$ cat src/rtl/dbg_cfg_pkg.sv
package dbg_cfg_pkg;

  //////////////////////////////////////////////////////////////////////
  // Protocol bytes
  //////////////////////////////////////////////////////////////////////

  // Challenge byte, echoed back as the acknowledge
  localparam logic [7:0] CMD_ACK   = 8'h06;
  localparam logic [7:0] CMD_READ  = 8'h11;
  localparam logic [7:0] CMD_WRITE = 8'h12;
  localparam logic [7:0] REPLY_EOT = 8'h04;

  // Address and length fields, little endian
  localparam int unsigned FIELD_BYTES = 8;

  //////////////////////////////////////////////////////////////////////
  // Default sizes
  //////////////////////////////////////////////////////////////////////

  localparam int unsigned DEF_CLKS_PER_BIT = 16;
  localparam int unsigned DEF_MEM_BYTES    = 256;
  // Also the number of credits held by the engine
  localparam int unsigned DEF_TX_DEPTH     = 4;

endpackage

$ cat src/rtl/dbg_types_pkg.sv
package dbg_types_pkg;

  typedef logic [7:0]  byte_t;
  typedef logic [15:0] len_t;

  // Receive channel, valid for one cycle per byte
  typedef struct packed {
    logic  valid;
    byte_t data;
  } rx_byte_t;

  // Reply channel into the tx FIFO, guarded by credits
  typedef struct packed {
    logic  valid;
    byte_t data;
  } tx_push_t;

  // Command engine states
  typedef enum logic [2:0] {
    IDLE,
    ADDR,
    LEN,
    ACK,
    WDATA,
    RDATA,
    EOT
  } cmd_state_e;

endpackage

$ cat src/rtl/uart_rx_deser.sv
module uart_rx_deser #(
  parameter int unsigned ClksPerBit = dbg_cfg_pkg::DEF_CLKS_PER_BIT
) (
  input  logic                    clk,
  input  logic                    rst_n_i,
  input  logic                    rx_i,
  output dbg_types_pkg::rx_byte_t rx_byte_o
);

  localparam int unsigned CntW = (ClksPerBit > 2) ? $clog2(ClksPerBit) : 1;
  localparam logic [CntW-1:0] HalfBit = CntW'(ClksPerBit / 2 - 1);
  localparam logic [CntW-1:0] FullBit = CntW'(ClksPerBit - 1);

  logic [1:0]           sync_q;
  logic                 line_prev_q;
  logic                 busy_q;
  logic [CntW-1:0]      cnt_q;
  logic [3:0]           bit_q;
  logic                 valid_q;
  dbg_types_pkg::byte_t shift_q;
  logic                 line;
  logic                 start;
  logic                 sample;

  assign line   = sync_q[1];
  assign start  = !busy_q && line_prev_q && !line;
  // Mid-bit point of the current bit
  assign sample = busy_q && (cnt_q == '0);

  // Bit 0 is the start bit, 1 to 8 data, 9 the stop bit
  always_ff @(posedge clk or negedge rst_n_i) begin
    if (!rst_n_i) begin
      sync_q      <= 2'b11;
      line_prev_q <= 1'b1;
      busy_q      <= 1'b0;
      cnt_q       <= '0;
      bit_q       <= '0;
      valid_q     <= 1'b0;
    end else begin
      sync_q      <= {sync_q[0], rx_i};
      line_prev_q <= line;
      valid_q     <= 1'b0;
      if (start) begin
        busy_q <= 1'b1;
        cnt_q  <= HalfBit;
        bit_q  <= '0;
      end else if (sample) begin
        cnt_q <= FullBit;
        bit_q <= bit_q + 4'd1;
        if (bit_q == 4'd0 && line) begin
          // Glitch, not a real start bit
          busy_q <= 1'b0;
        end else if (bit_q == 4'd9) begin
          busy_q  <= 1'b0;
          valid_q <= line;
        end
      end else if (busy_q) begin
        cnt_q <= cnt_q - 1'b1;
      end
    end
  end

  // LSB arrives first
  always_ff @(posedge clk) begin
    if (sample && bit_q >= 4'd1 && bit_q <= 4'd8) begin
      shift_q <= {line, shift_q[7:1]};
    end
  end

  assign rx_byte_o.valid = valid_q;
  assign rx_byte_o.data  = shift_q;

  // Frames are at least ten bit times apart
  assert property (@(posedge clk) disable iff (!rst_n_i)
    rx_byte_o.valid |=> !rx_byte_o.valid);

endmodule

$ cat src/rtl/dbg_cmd_engine.sv
module dbg_cmd_engine #(
  parameter int unsigned MemBytes = dbg_cfg_pkg::DEF_MEM_BYTES,
  parameter int unsigned TxDepth  = dbg_cfg_pkg::DEF_TX_DEPTH
) (
  input  logic                    clk,
  input  logic                    rst_n_i,
  input  dbg_types_pkg::rx_byte_t rx_byte_i,
  output dbg_types_pkg::tx_push_t tx_push_o,
  input  logic                    credit_return_i
);

  localparam int unsigned AddrW  = (MemBytes > 1) ? $clog2(MemBytes) : 1;
  localparam int unsigned CredW  = $clog2(TxDepth + 1);
  localparam int unsigned FieldW = 8 * dbg_cfg_pkg::FIELD_BYTES;
  localparam int unsigned FcntW  = $clog2(dbg_cfg_pkg::FIELD_BYTES);
  localparam int unsigned LenW   = $bits(dbg_types_pkg::len_t);

  dbg_types_pkg::cmd_state_e state_q;
  dbg_types_pkg::byte_t      mem_q [MemBytes];
  logic [FieldW-9:0]         field_q;
  logic [FieldW-1:0]         field_nxt;
  logic [FcntW-1:0]          fcnt_q;
  logic                      field_last;
  logic [AddrW-1:0]          ptr_q;
  dbg_types_pkg::len_t       len_q;
  logic                      rd_q;
  logic                      chal_q;
  logic [CredW-1:0]          credits_q;
  logic                      has_credit;
  logic                      mem_we;

  //////////////////////////////////////////////////////////////////////
  // Field gathering
  //////////////////////////////////////////////////////////////////////

  // New byte enters at the top, so the first byte ends up lowest
  assign field_nxt  = {rx_byte_i.data, field_q};
  assign field_last = (fcnt_q == FcntW'(dbg_cfg_pkg::FIELD_BYTES - 1));

  always_ff @(posedge clk) begin
    if (rx_byte_i.valid &&
        (state_q == dbg_types_pkg::ADDR || state_q == dbg_types_pkg::LEN)) begin
      field_q <= field_nxt[FieldW-1:8];
    end
  end

  //////////////////////////////////////////////////////////////////////
  // Command FSM
  //////////////////////////////////////////////////////////////////////

  always_ff @(posedge clk or negedge rst_n_i) begin
    if (!rst_n_i) begin
      state_q <= dbg_types_pkg::IDLE;
      fcnt_q  <= '0;
      ptr_q   <= '0;
      len_q   <= '0;
      rd_q    <= 1'b0;
      chal_q  <= 1'b0;
    end else begin
      case (state_q)
        dbg_types_pkg::IDLE: begin
          if (rx_byte_i.valid) begin
            rd_q   <= (rx_byte_i.data == dbg_cfg_pkg::CMD_READ);
            chal_q <= (rx_byte_i.data == dbg_cfg_pkg::CMD_ACK);
            fcnt_q <= '0;
            if (rx_byte_i.data == dbg_cfg_pkg::CMD_ACK) begin
              state_q <= dbg_types_pkg::ACK;
            end else if (rx_byte_i.data == dbg_cfg_pkg::CMD_READ ||
                         rx_byte_i.data == dbg_cfg_pkg::CMD_WRITE) begin
              state_q <= dbg_types_pkg::ADDR;
            end
          end
        end
        dbg_types_pkg::ADDR: begin
          if (rx_byte_i.valid) begin
            fcnt_q <= field_last ? '0 : fcnt_q + 1'b1;
            if (field_last) begin
              // Upper address bits fall away, so addresses wrap
              ptr_q   <= field_nxt[AddrW-1:0];
              state_q <= dbg_types_pkg::LEN;
            end
          end
        end
        dbg_types_pkg::LEN: begin
          if (rx_byte_i.valid) begin
            fcnt_q <= field_last ? '0 : fcnt_q + 1'b1;
            if (field_last) begin
              len_q   <= field_nxt[LenW-1:0];
              state_q <= dbg_types_pkg::ACK;
            end
          end
        end
        dbg_types_pkg::ACK: begin
          if (has_credit) begin
            if (chal_q) begin
              state_q <= dbg_types_pkg::IDLE;
            end else if (len_q == '0) begin
              state_q <= dbg_types_pkg::EOT;
            end else if (rd_q) begin
              state_q <= dbg_types_pkg::RDATA;
            end else begin
              state_q <= dbg_types_pkg::WDATA;
            end
          end
        end
        dbg_types_pkg::RDATA: begin
          if (has_credit) begin
            ptr_q <= ptr_q + 1'b1;
            len_q <= len_q - 1'b1;
            if (len_q == LenW'(1)) begin
              state_q <= dbg_types_pkg::EOT;
            end
          end
        end
        dbg_types_pkg::WDATA: begin
          if (rx_byte_i.valid) begin
            ptr_q <= ptr_q + 1'b1;
            len_q <= len_q - 1'b1;
            if (len_q == LenW'(1)) begin
              state_q <= dbg_types_pkg::EOT;
            end
          end
        end
        dbg_types_pkg::EOT: begin
          if (has_credit) begin
            state_q <= dbg_types_pkg::IDLE;
          end
        end
        default: state_q <= dbg_types_pkg::IDLE;
      endcase
    end
  end

  //////////////////////////////////////////////////////////////////////
  // Memory and reply
  //////////////////////////////////////////////////////////////////////

  assign mem_we = (state_q == dbg_types_pkg::WDATA) && rx_byte_i.valid;

  always_ff @(posedge clk) begin
    if (mem_we) begin
      mem_q[ptr_q] <= rx_byte_i.data;
    end
  end

  assign has_credit = (credits_q != '0);

  always_comb begin
    tx_push_o.valid = 1'b0;
    tx_push_o.data  = mem_q[ptr_q];
    case (state_q)
      dbg_types_pkg::ACK: begin
        tx_push_o.valid = has_credit;
        tx_push_o.data  = dbg_cfg_pkg::CMD_ACK;
      end
      dbg_types_pkg::RDATA: begin
        tx_push_o.valid = has_credit;
      end
      dbg_types_pkg::EOT: begin
        tx_push_o.valid = has_credit;
        tx_push_o.data  = dbg_cfg_pkg::REPLY_EOT;
      end
      default: tx_push_o.valid = 1'b0;
    endcase
  end

  // One credit per free FIFO slot in the serializer
  always_ff @(posedge clk or negedge rst_n_i) begin
    if (!rst_n_i) begin
      credits_q <= CredW'(TxDepth);
    end else begin
      credits_q <= credits_q + CredW'(credit_return_i) - CredW'(tx_push_o.valid);
    end
  end

  // Serializer never hands back more credits than were taken
  assert property (@(posedge clk) disable iff (!rst_n_i)
    credits_q <= CredW'(TxDepth));

  assert property (@(posedge clk) disable iff (!rst_n_i)
    tx_push_o.valid |-> has_credit);

endmodule

$ cat src/rtl/uart_tx_ser.sv
module uart_tx_ser #(
  parameter int unsigned ClksPerBit = dbg_cfg_pkg::DEF_CLKS_PER_BIT,
  parameter int unsigned TxDepth    = dbg_cfg_pkg::DEF_TX_DEPTH
) (
  input  logic                    clk,
  input  logic                    rst_n_i,
  input  dbg_types_pkg::tx_push_t tx_push_i,
  output logic                    credit_return_o,
  output logic                    tx_o
);

  localparam int unsigned PtrW  = (TxDepth > 1) ? $clog2(TxDepth) : 1;
  localparam int unsigned CntW  = $clog2(TxDepth + 1);
  localparam int unsigned BaudW = (ClksPerBit > 1) ? $clog2(ClksPerBit) : 1;
  localparam logic [PtrW-1:0]  LastPtr = PtrW'(TxDepth - 1);
  localparam logic [BaudW-1:0] FullBit = BaudW'(ClksPerBit - 1);

  dbg_types_pkg::byte_t fifo_q [TxDepth];
  logic [PtrW-1:0]      wr_ptr_q;
  logic [PtrW-1:0]      rd_ptr_q;
  logic [CntW-1:0]      count_q;
  logic                 busy_q;
  logic [9:0]           frame_q;
  logic [BaudW-1:0]     baud_q;
  logic [3:0]           bit_q;
  logic                 credit_q;
  logic                 bit_end;
  logic                 frame_end;
  logic                 load;

  assign bit_end   = busy_q && (baud_q == '0);
  assign frame_end = bit_end && (bit_q == 4'd9);
  // Next frame may start in the last cycle of the current stop bit
  assign load      = (!busy_q || frame_end) && (count_q != '0);

  always_ff @(posedge clk) begin
    if (tx_push_i.valid) begin
      fifo_q[wr_ptr_q] <= tx_push_i.data;
    end
  end

  always_ff @(posedge clk or negedge rst_n_i) begin
    if (!rst_n_i) begin
      wr_ptr_q <= '0;
      rd_ptr_q <= '0;
      count_q  <= '0;
      busy_q   <= 1'b0;
      frame_q  <= '1;
      baud_q   <= '0;
      bit_q    <= '0;
      credit_q <= 1'b0;
    end else begin
      credit_q <= load;
      count_q  <= count_q + CntW'(tx_push_i.valid) - CntW'(load);
      if (tx_push_i.valid) begin
        wr_ptr_q <= (wr_ptr_q == LastPtr) ? '0 : wr_ptr_q + 1'b1;
      end
      if (load) begin
        // Stop, data LSB first, start
        frame_q  <= {1'b1, fifo_q[rd_ptr_q], 1'b0};
        rd_ptr_q <= (rd_ptr_q == LastPtr) ? '0 : rd_ptr_q + 1'b1;
        busy_q   <= 1'b1;
        baud_q   <= FullBit;
        bit_q    <= '0;
      end else if (frame_end) begin
        busy_q  <= 1'b0;
        frame_q <= '1;
      end else if (bit_end) begin
        frame_q <= {1'b1, frame_q[9:1]};
        baud_q  <= FullBit;
        bit_q   <= bit_q + 4'd1;
      end else if (busy_q) begin
        baud_q <= baud_q - 1'b1;
      end
    end
  end

  assign tx_o            = frame_q[0];
  assign credit_return_o = credit_q;

  // Engine credits must keep the FIFO from overflowing
  assert property (@(posedge clk) disable iff (!rst_n_i)
    tx_push_i.valid |-> (count_q < CntW'(TxDepth)));

endmodule

$ cat src/rtl/uart_dbg_bridge.sv
module uart_dbg_bridge #(
  parameter int unsigned ClksPerBit = dbg_cfg_pkg::DEF_CLKS_PER_BIT,
  parameter int unsigned MemBytes   = dbg_cfg_pkg::DEF_MEM_BYTES,
  parameter int unsigned TxDepth    = dbg_cfg_pkg::DEF_TX_DEPTH
) (
  input  logic clk,
  input  logic rst_n_i,
  input  logic uart_rx_i,
  output logic uart_tx_o
);

  dbg_types_pkg::rx_byte_t rx_byte;
  dbg_types_pkg::tx_push_t tx_push;
  logic                    credit_return;

  // Line to byte
  uart_rx_deser #(
    .ClksPerBit ( ClksPerBit )
  ) u_rx (
    .clk       ( clk       ),
    .rst_n_i   ( rst_n_i   ),
    .rx_i      ( uart_rx_i ),
    .rx_byte_o ( rx_byte   )
  );

  // Parser and target memory
  dbg_cmd_engine #(
    .MemBytes ( MemBytes ),
    .TxDepth  ( TxDepth  )
  ) u_engine (
    .clk             ( clk           ),
    .rst_n_i         ( rst_n_i       ),
    .rx_byte_i       ( rx_byte       ),
    .tx_push_o       ( tx_push       ),
    .credit_return_i ( credit_return )
  );

  // Reply FIFO and line driver
  uart_tx_ser #(
    .ClksPerBit ( ClksPerBit ),
    .TxDepth    ( TxDepth    )
  ) u_tx (
    .clk             ( clk           ),
    .rst_n_i         ( rst_n_i       ),
    .tx_push_i       ( tx_push       ),
    .credit_return_o ( credit_return ),
    .tx_o            ( uart_tx_o     )
  );

endmodule

$ cat config.mk
export PLATFORM = sky130hd
export DESIGN_NAME = uart_dbg_bridge
export DESIGN_NICKNAME = d
export VERILOG_FILES = /design/src/rtl/dbg_cfg_pkg.sv /design/src/rtl/dbg_types_pkg.sv /design/src/rtl/uart_rx_deser.sv /design/src/rtl/dbg_cmd_engine.sv /design/src/rtl/uart_tx_ser.sv /design/src/rtl/uart_dbg_bridge.sv
export SDC_FILE = /design/constraint.sdc
export NUM_CORES = 2
export LEC_CHECK = 0
export BUFFER_PORTS_ARGS = -buffer_cell sky130_fd_sc_hd__buf_2
export CAP_MARGIN = 0
export CORE_ASPECT_RATIO = 1.25
export CORE_MARGIN = 4
export CORE_UTILIZATION = 61
export CTS_BUF_LIST = sky130_fd_sc_hd__clkbuf_4
export CTS_CLUSTER_DIAMETER = 30
export CTS_CLUSTER_SIZE = 24
export DETAILED_ROUTE_END_ITERATION = 8
export PLACE_DENSITY_LB_ADDON = 0.2
export SLEW_MARGIN = 25
export SYNTH_ARGS = -nofsm -noshare
export SYNTH_HDL_FRONTEND = slang
export SYNTH_HIERARCHICAL = 1
export SYNTH_SLANG_ARGS = --single-unit
$ cat constraint.sdc
create_clock -name clk -period 9.2 [get_ports clk]
set_input_delay 1.84 -clock clk [delete_from_list [all_inputs] [get_ports clk]]
set_output_delay 1.84 -clock clk [all_outputs]
set_load 0.03 [all_outputs]
==> metrics.cfg <==
[final_layout]
fin_area_um2=94200
area_growth_pct=8.97
drive_above_1_share_pct=30.9
fin_nets=4184

[die]
design.die.area_um2=148000
dieHeight_um=429
io_pins=4
row_count=154
initial_core_util_pct=61.4
coreArea_um2=141000
die_w_um=345

[critical_path]
worst-r2r-setup-slack_ns=4.48
crit_arrival_ns=5.82
cp-start-kind=flip-flop
end_kind=flip-flop
cp_max_fo=75
crit_type=flip-flop to flip-flop
timing.rr.start=u_engine/ptr_q[0]
crit_start=u_engine/ptr_q[0]
worst_ep_required_time_ns=10.30

[cts]
cts-root-buf=clkbuf_4
cts_setup_buffers=0
tritoncts=done
cts_resized=0
cts_max_path_buffers=4
cts_made_buffers=347
holdBufCountCts=0
clkLatencyLatePin_ns=1.42
cts.sinks=2218
clk_pin_slew_ns=0.11
htreeDepth=5

[pwr]
ir_drop_uv=147
cellPowerDensity_nw_per_um2=199
cellLeakagePower_uw=0.0283
power.total_uw=18700

[yosys]
synth_nets=3993
ys.flop_type=edfxtp_1
avgSynthCellArea_um2=21.8
synthArstFlopShare_pct=3.34
syn-cell-area_um2=86500
seq_area_frac_synth_pct=76.6
synth_edf_count=2144
synth-seq-cells=2218
ys_types=77
postSynthCellCount=3964
yosysWarnings=6

[sta]
slew_headroom_pct=20.3
period_needed_ns=4.72
final.setup_skew_ns=0.107
setup_viol=0
max_freq_mhz=212
fin_setup_tns_ns=0
rsz0062_at_grt=no
slew_viol_final=0
hold_viol_final=0
post-route-period-util_pct=51.3
worst_pin_slew_ns=1.19

[detailed_routing]
drc_errors=0
wire_per_inst_um=31.7
vias_per_cell=6.69
postRouteAntennaNets=0
drtIter0Drc=5035
first_pass_iters=6
num_vias=42243
routed_wl_mm=200

[worst_hold_path]
min_path_type=primary input to asynchronous set/reset pin

[global_routing]
grt_max_degree=228
grt_usage_pct=27.7
grt_pass1_vias=41833
grt_pass1_wl_mm=293
antenna_found_initial=4
grt_overflow=0

[outcome]
status=finished clean

[placed_design]
dpl_cell_area_um2=88500
globalplace.congestion=0.838
portBuffers=3
post-dp-hpwl_mm=116

[flow_run]
drv_cap=0

area by class of cell:
type	instances	area, µm²
antenna	15	37.5
clock buffer	381	2860
clock inverter	238	2750
fill	8816	46600
inverter	31	116
multi-input combinational	1487	19100
sequential	2218	66300
tap	1872	2340
timing repair buffer	70	754
sequential cells by signal (all words and copies together), names as in the netlist, 2 cells and up:
register and cells:
u_engine/credits_q 3, u_engine/fcnt_q 3, u_engine/field_q 56, u_engine/len_q 16, u_engine/mem_q 2048, u_engine/ptr_q 8, u_engine/state_q 3, u_rx/bit_q 4
u_rx/cnt_q 4, u_rx/shift_q 8, u_rx/sync_q 2, u_tx/baud_q 4, u_tx/bit_q 4, u_tx/count_q 3, u_tx/fifo_q 32, u_tx/frame_q 9
u_tx/rd_ptr_q 2, u_tx/wr_ptr_q 2
report_power, final:
part / total (µW) / internal [µW] / switching (µW) / leakage, µW
Clock: 7370 / 3520 / 3850 / 0.00298
Sequential: 11100 / 11100 / 23.3 / 0.0202
Combinational: 245 / 41.3 / 204 / 0.00510
worst paths after layout:
check                               endpoint  cells after the start
max in group asynchronous  u_engine/ptr_q[2]                      2
min reg2reg                   u_rx/sync_q[1]                      0
min                              u_rx/busy_q                      1
min in group clk              u_rx/sync_q[1]                      0
max                        u_tx/fifo_q[0][2]                      8
max reg2reg                u_tx/fifo_q[0][2]                      8
layout by cell type, fill, tap and decap left out, drive strengths merged, types with 12 or more instances in the layout:
master       n
a21oi       50
a31oi       20
and2        12
buf         70
bufinv      46
clkbuf     381
clkinv      95
clkinvlp    44
dfrtp       61
dfstp       13
diode       15
edfxtp    2144
ha          24
inv         84
mux2i       28
mux4       641
nand2      124
nand3       42
nor2       301
nor3        28
o21ai       59
synth_stat cells, types with 7 or more instances:
cell / instances / area [µm²]
a21oi_1: 49 / 245
a22oi_1: 11 / 82.6
a31oi_1: 20 / 125
and2_1: 11 / 68.8
and3_1: 10 / 62.6
buf_1: 28 / 105
buf_2: 73 / 365
buf_4: 14 / 105
buf_6: 13 / 146
clkbuf_1: 100 / 375
dfrtp_1: 61 / 1530
dfstp_2: 13 / 342
edfxtp_1: 2144 / 64400
ha_1: 24 / 300
inv_1: 27 / 101
mux2i_1: 28 / 280
mux4_2: 641 / 14400
nand2_1: 122 / 458
nand3_1: 42 / 210
nand4_1: 11 / 68.8
nor2_1: 301 / 1130
nor2b_1: 10 / 62.6
nor3_1: 27 / 135
nor4_1: 7 / 43.8
o21ai_0: 57 / 285
or3_1: 7 / 43.8
xnor2_1: 7 / 61.3
routing by layer:
metal / wire length [µm] / global-route usage, % / up-vias
met5: 13 / 0 / -
met4: 8330 / 10.1 / 2
met3: 20200 / 6.80 / 423
met2: 98700 / 43.3 / 2378
met1: 73100 / 38.8 / 22269
li1: - / - / 17171
critical path: stages (launching register included):
cell and delay (ns):
dfrtp_4 0.94, buf_12 0.45, buf_12 0.51, mux4_2 0.60, mux4_2 0.50, nand3_1 0.12, nand4_1 0.24, nor4_1 0.52
o21ai_0 0.29
through the flow:
stage          std cells  util, %  hold slack [ns]  setup slack [ns]
3_5_place_dp        5674     62.8            0.349              4.48
3_3_place_gp        5674     62.8            0.353              4.48
4_1_cts             6293     66.8            0.189              4.47
2_1_floorplan       3964        -            0.345              4.43
5_1_grt             6304     66.9            0.181              4.20
6_report            6312     66.9            0.313              4.48
cell families (layout without fill, tap and decap cells):
logic type	Yosys count	in the layout	share of synthesized area [%]
simple gates	576	576	2.91
flops	2218	2218	76.6
compound gates	203	203	1.50
xor+xnor	9	9	0.0912
fa+ha+maj	27	27	0.405
other cells	0	15	0
mux	672	672	17.1
buf+inv	259	720	1.40
Note: power is estimated with default switching activity, not from simulation.
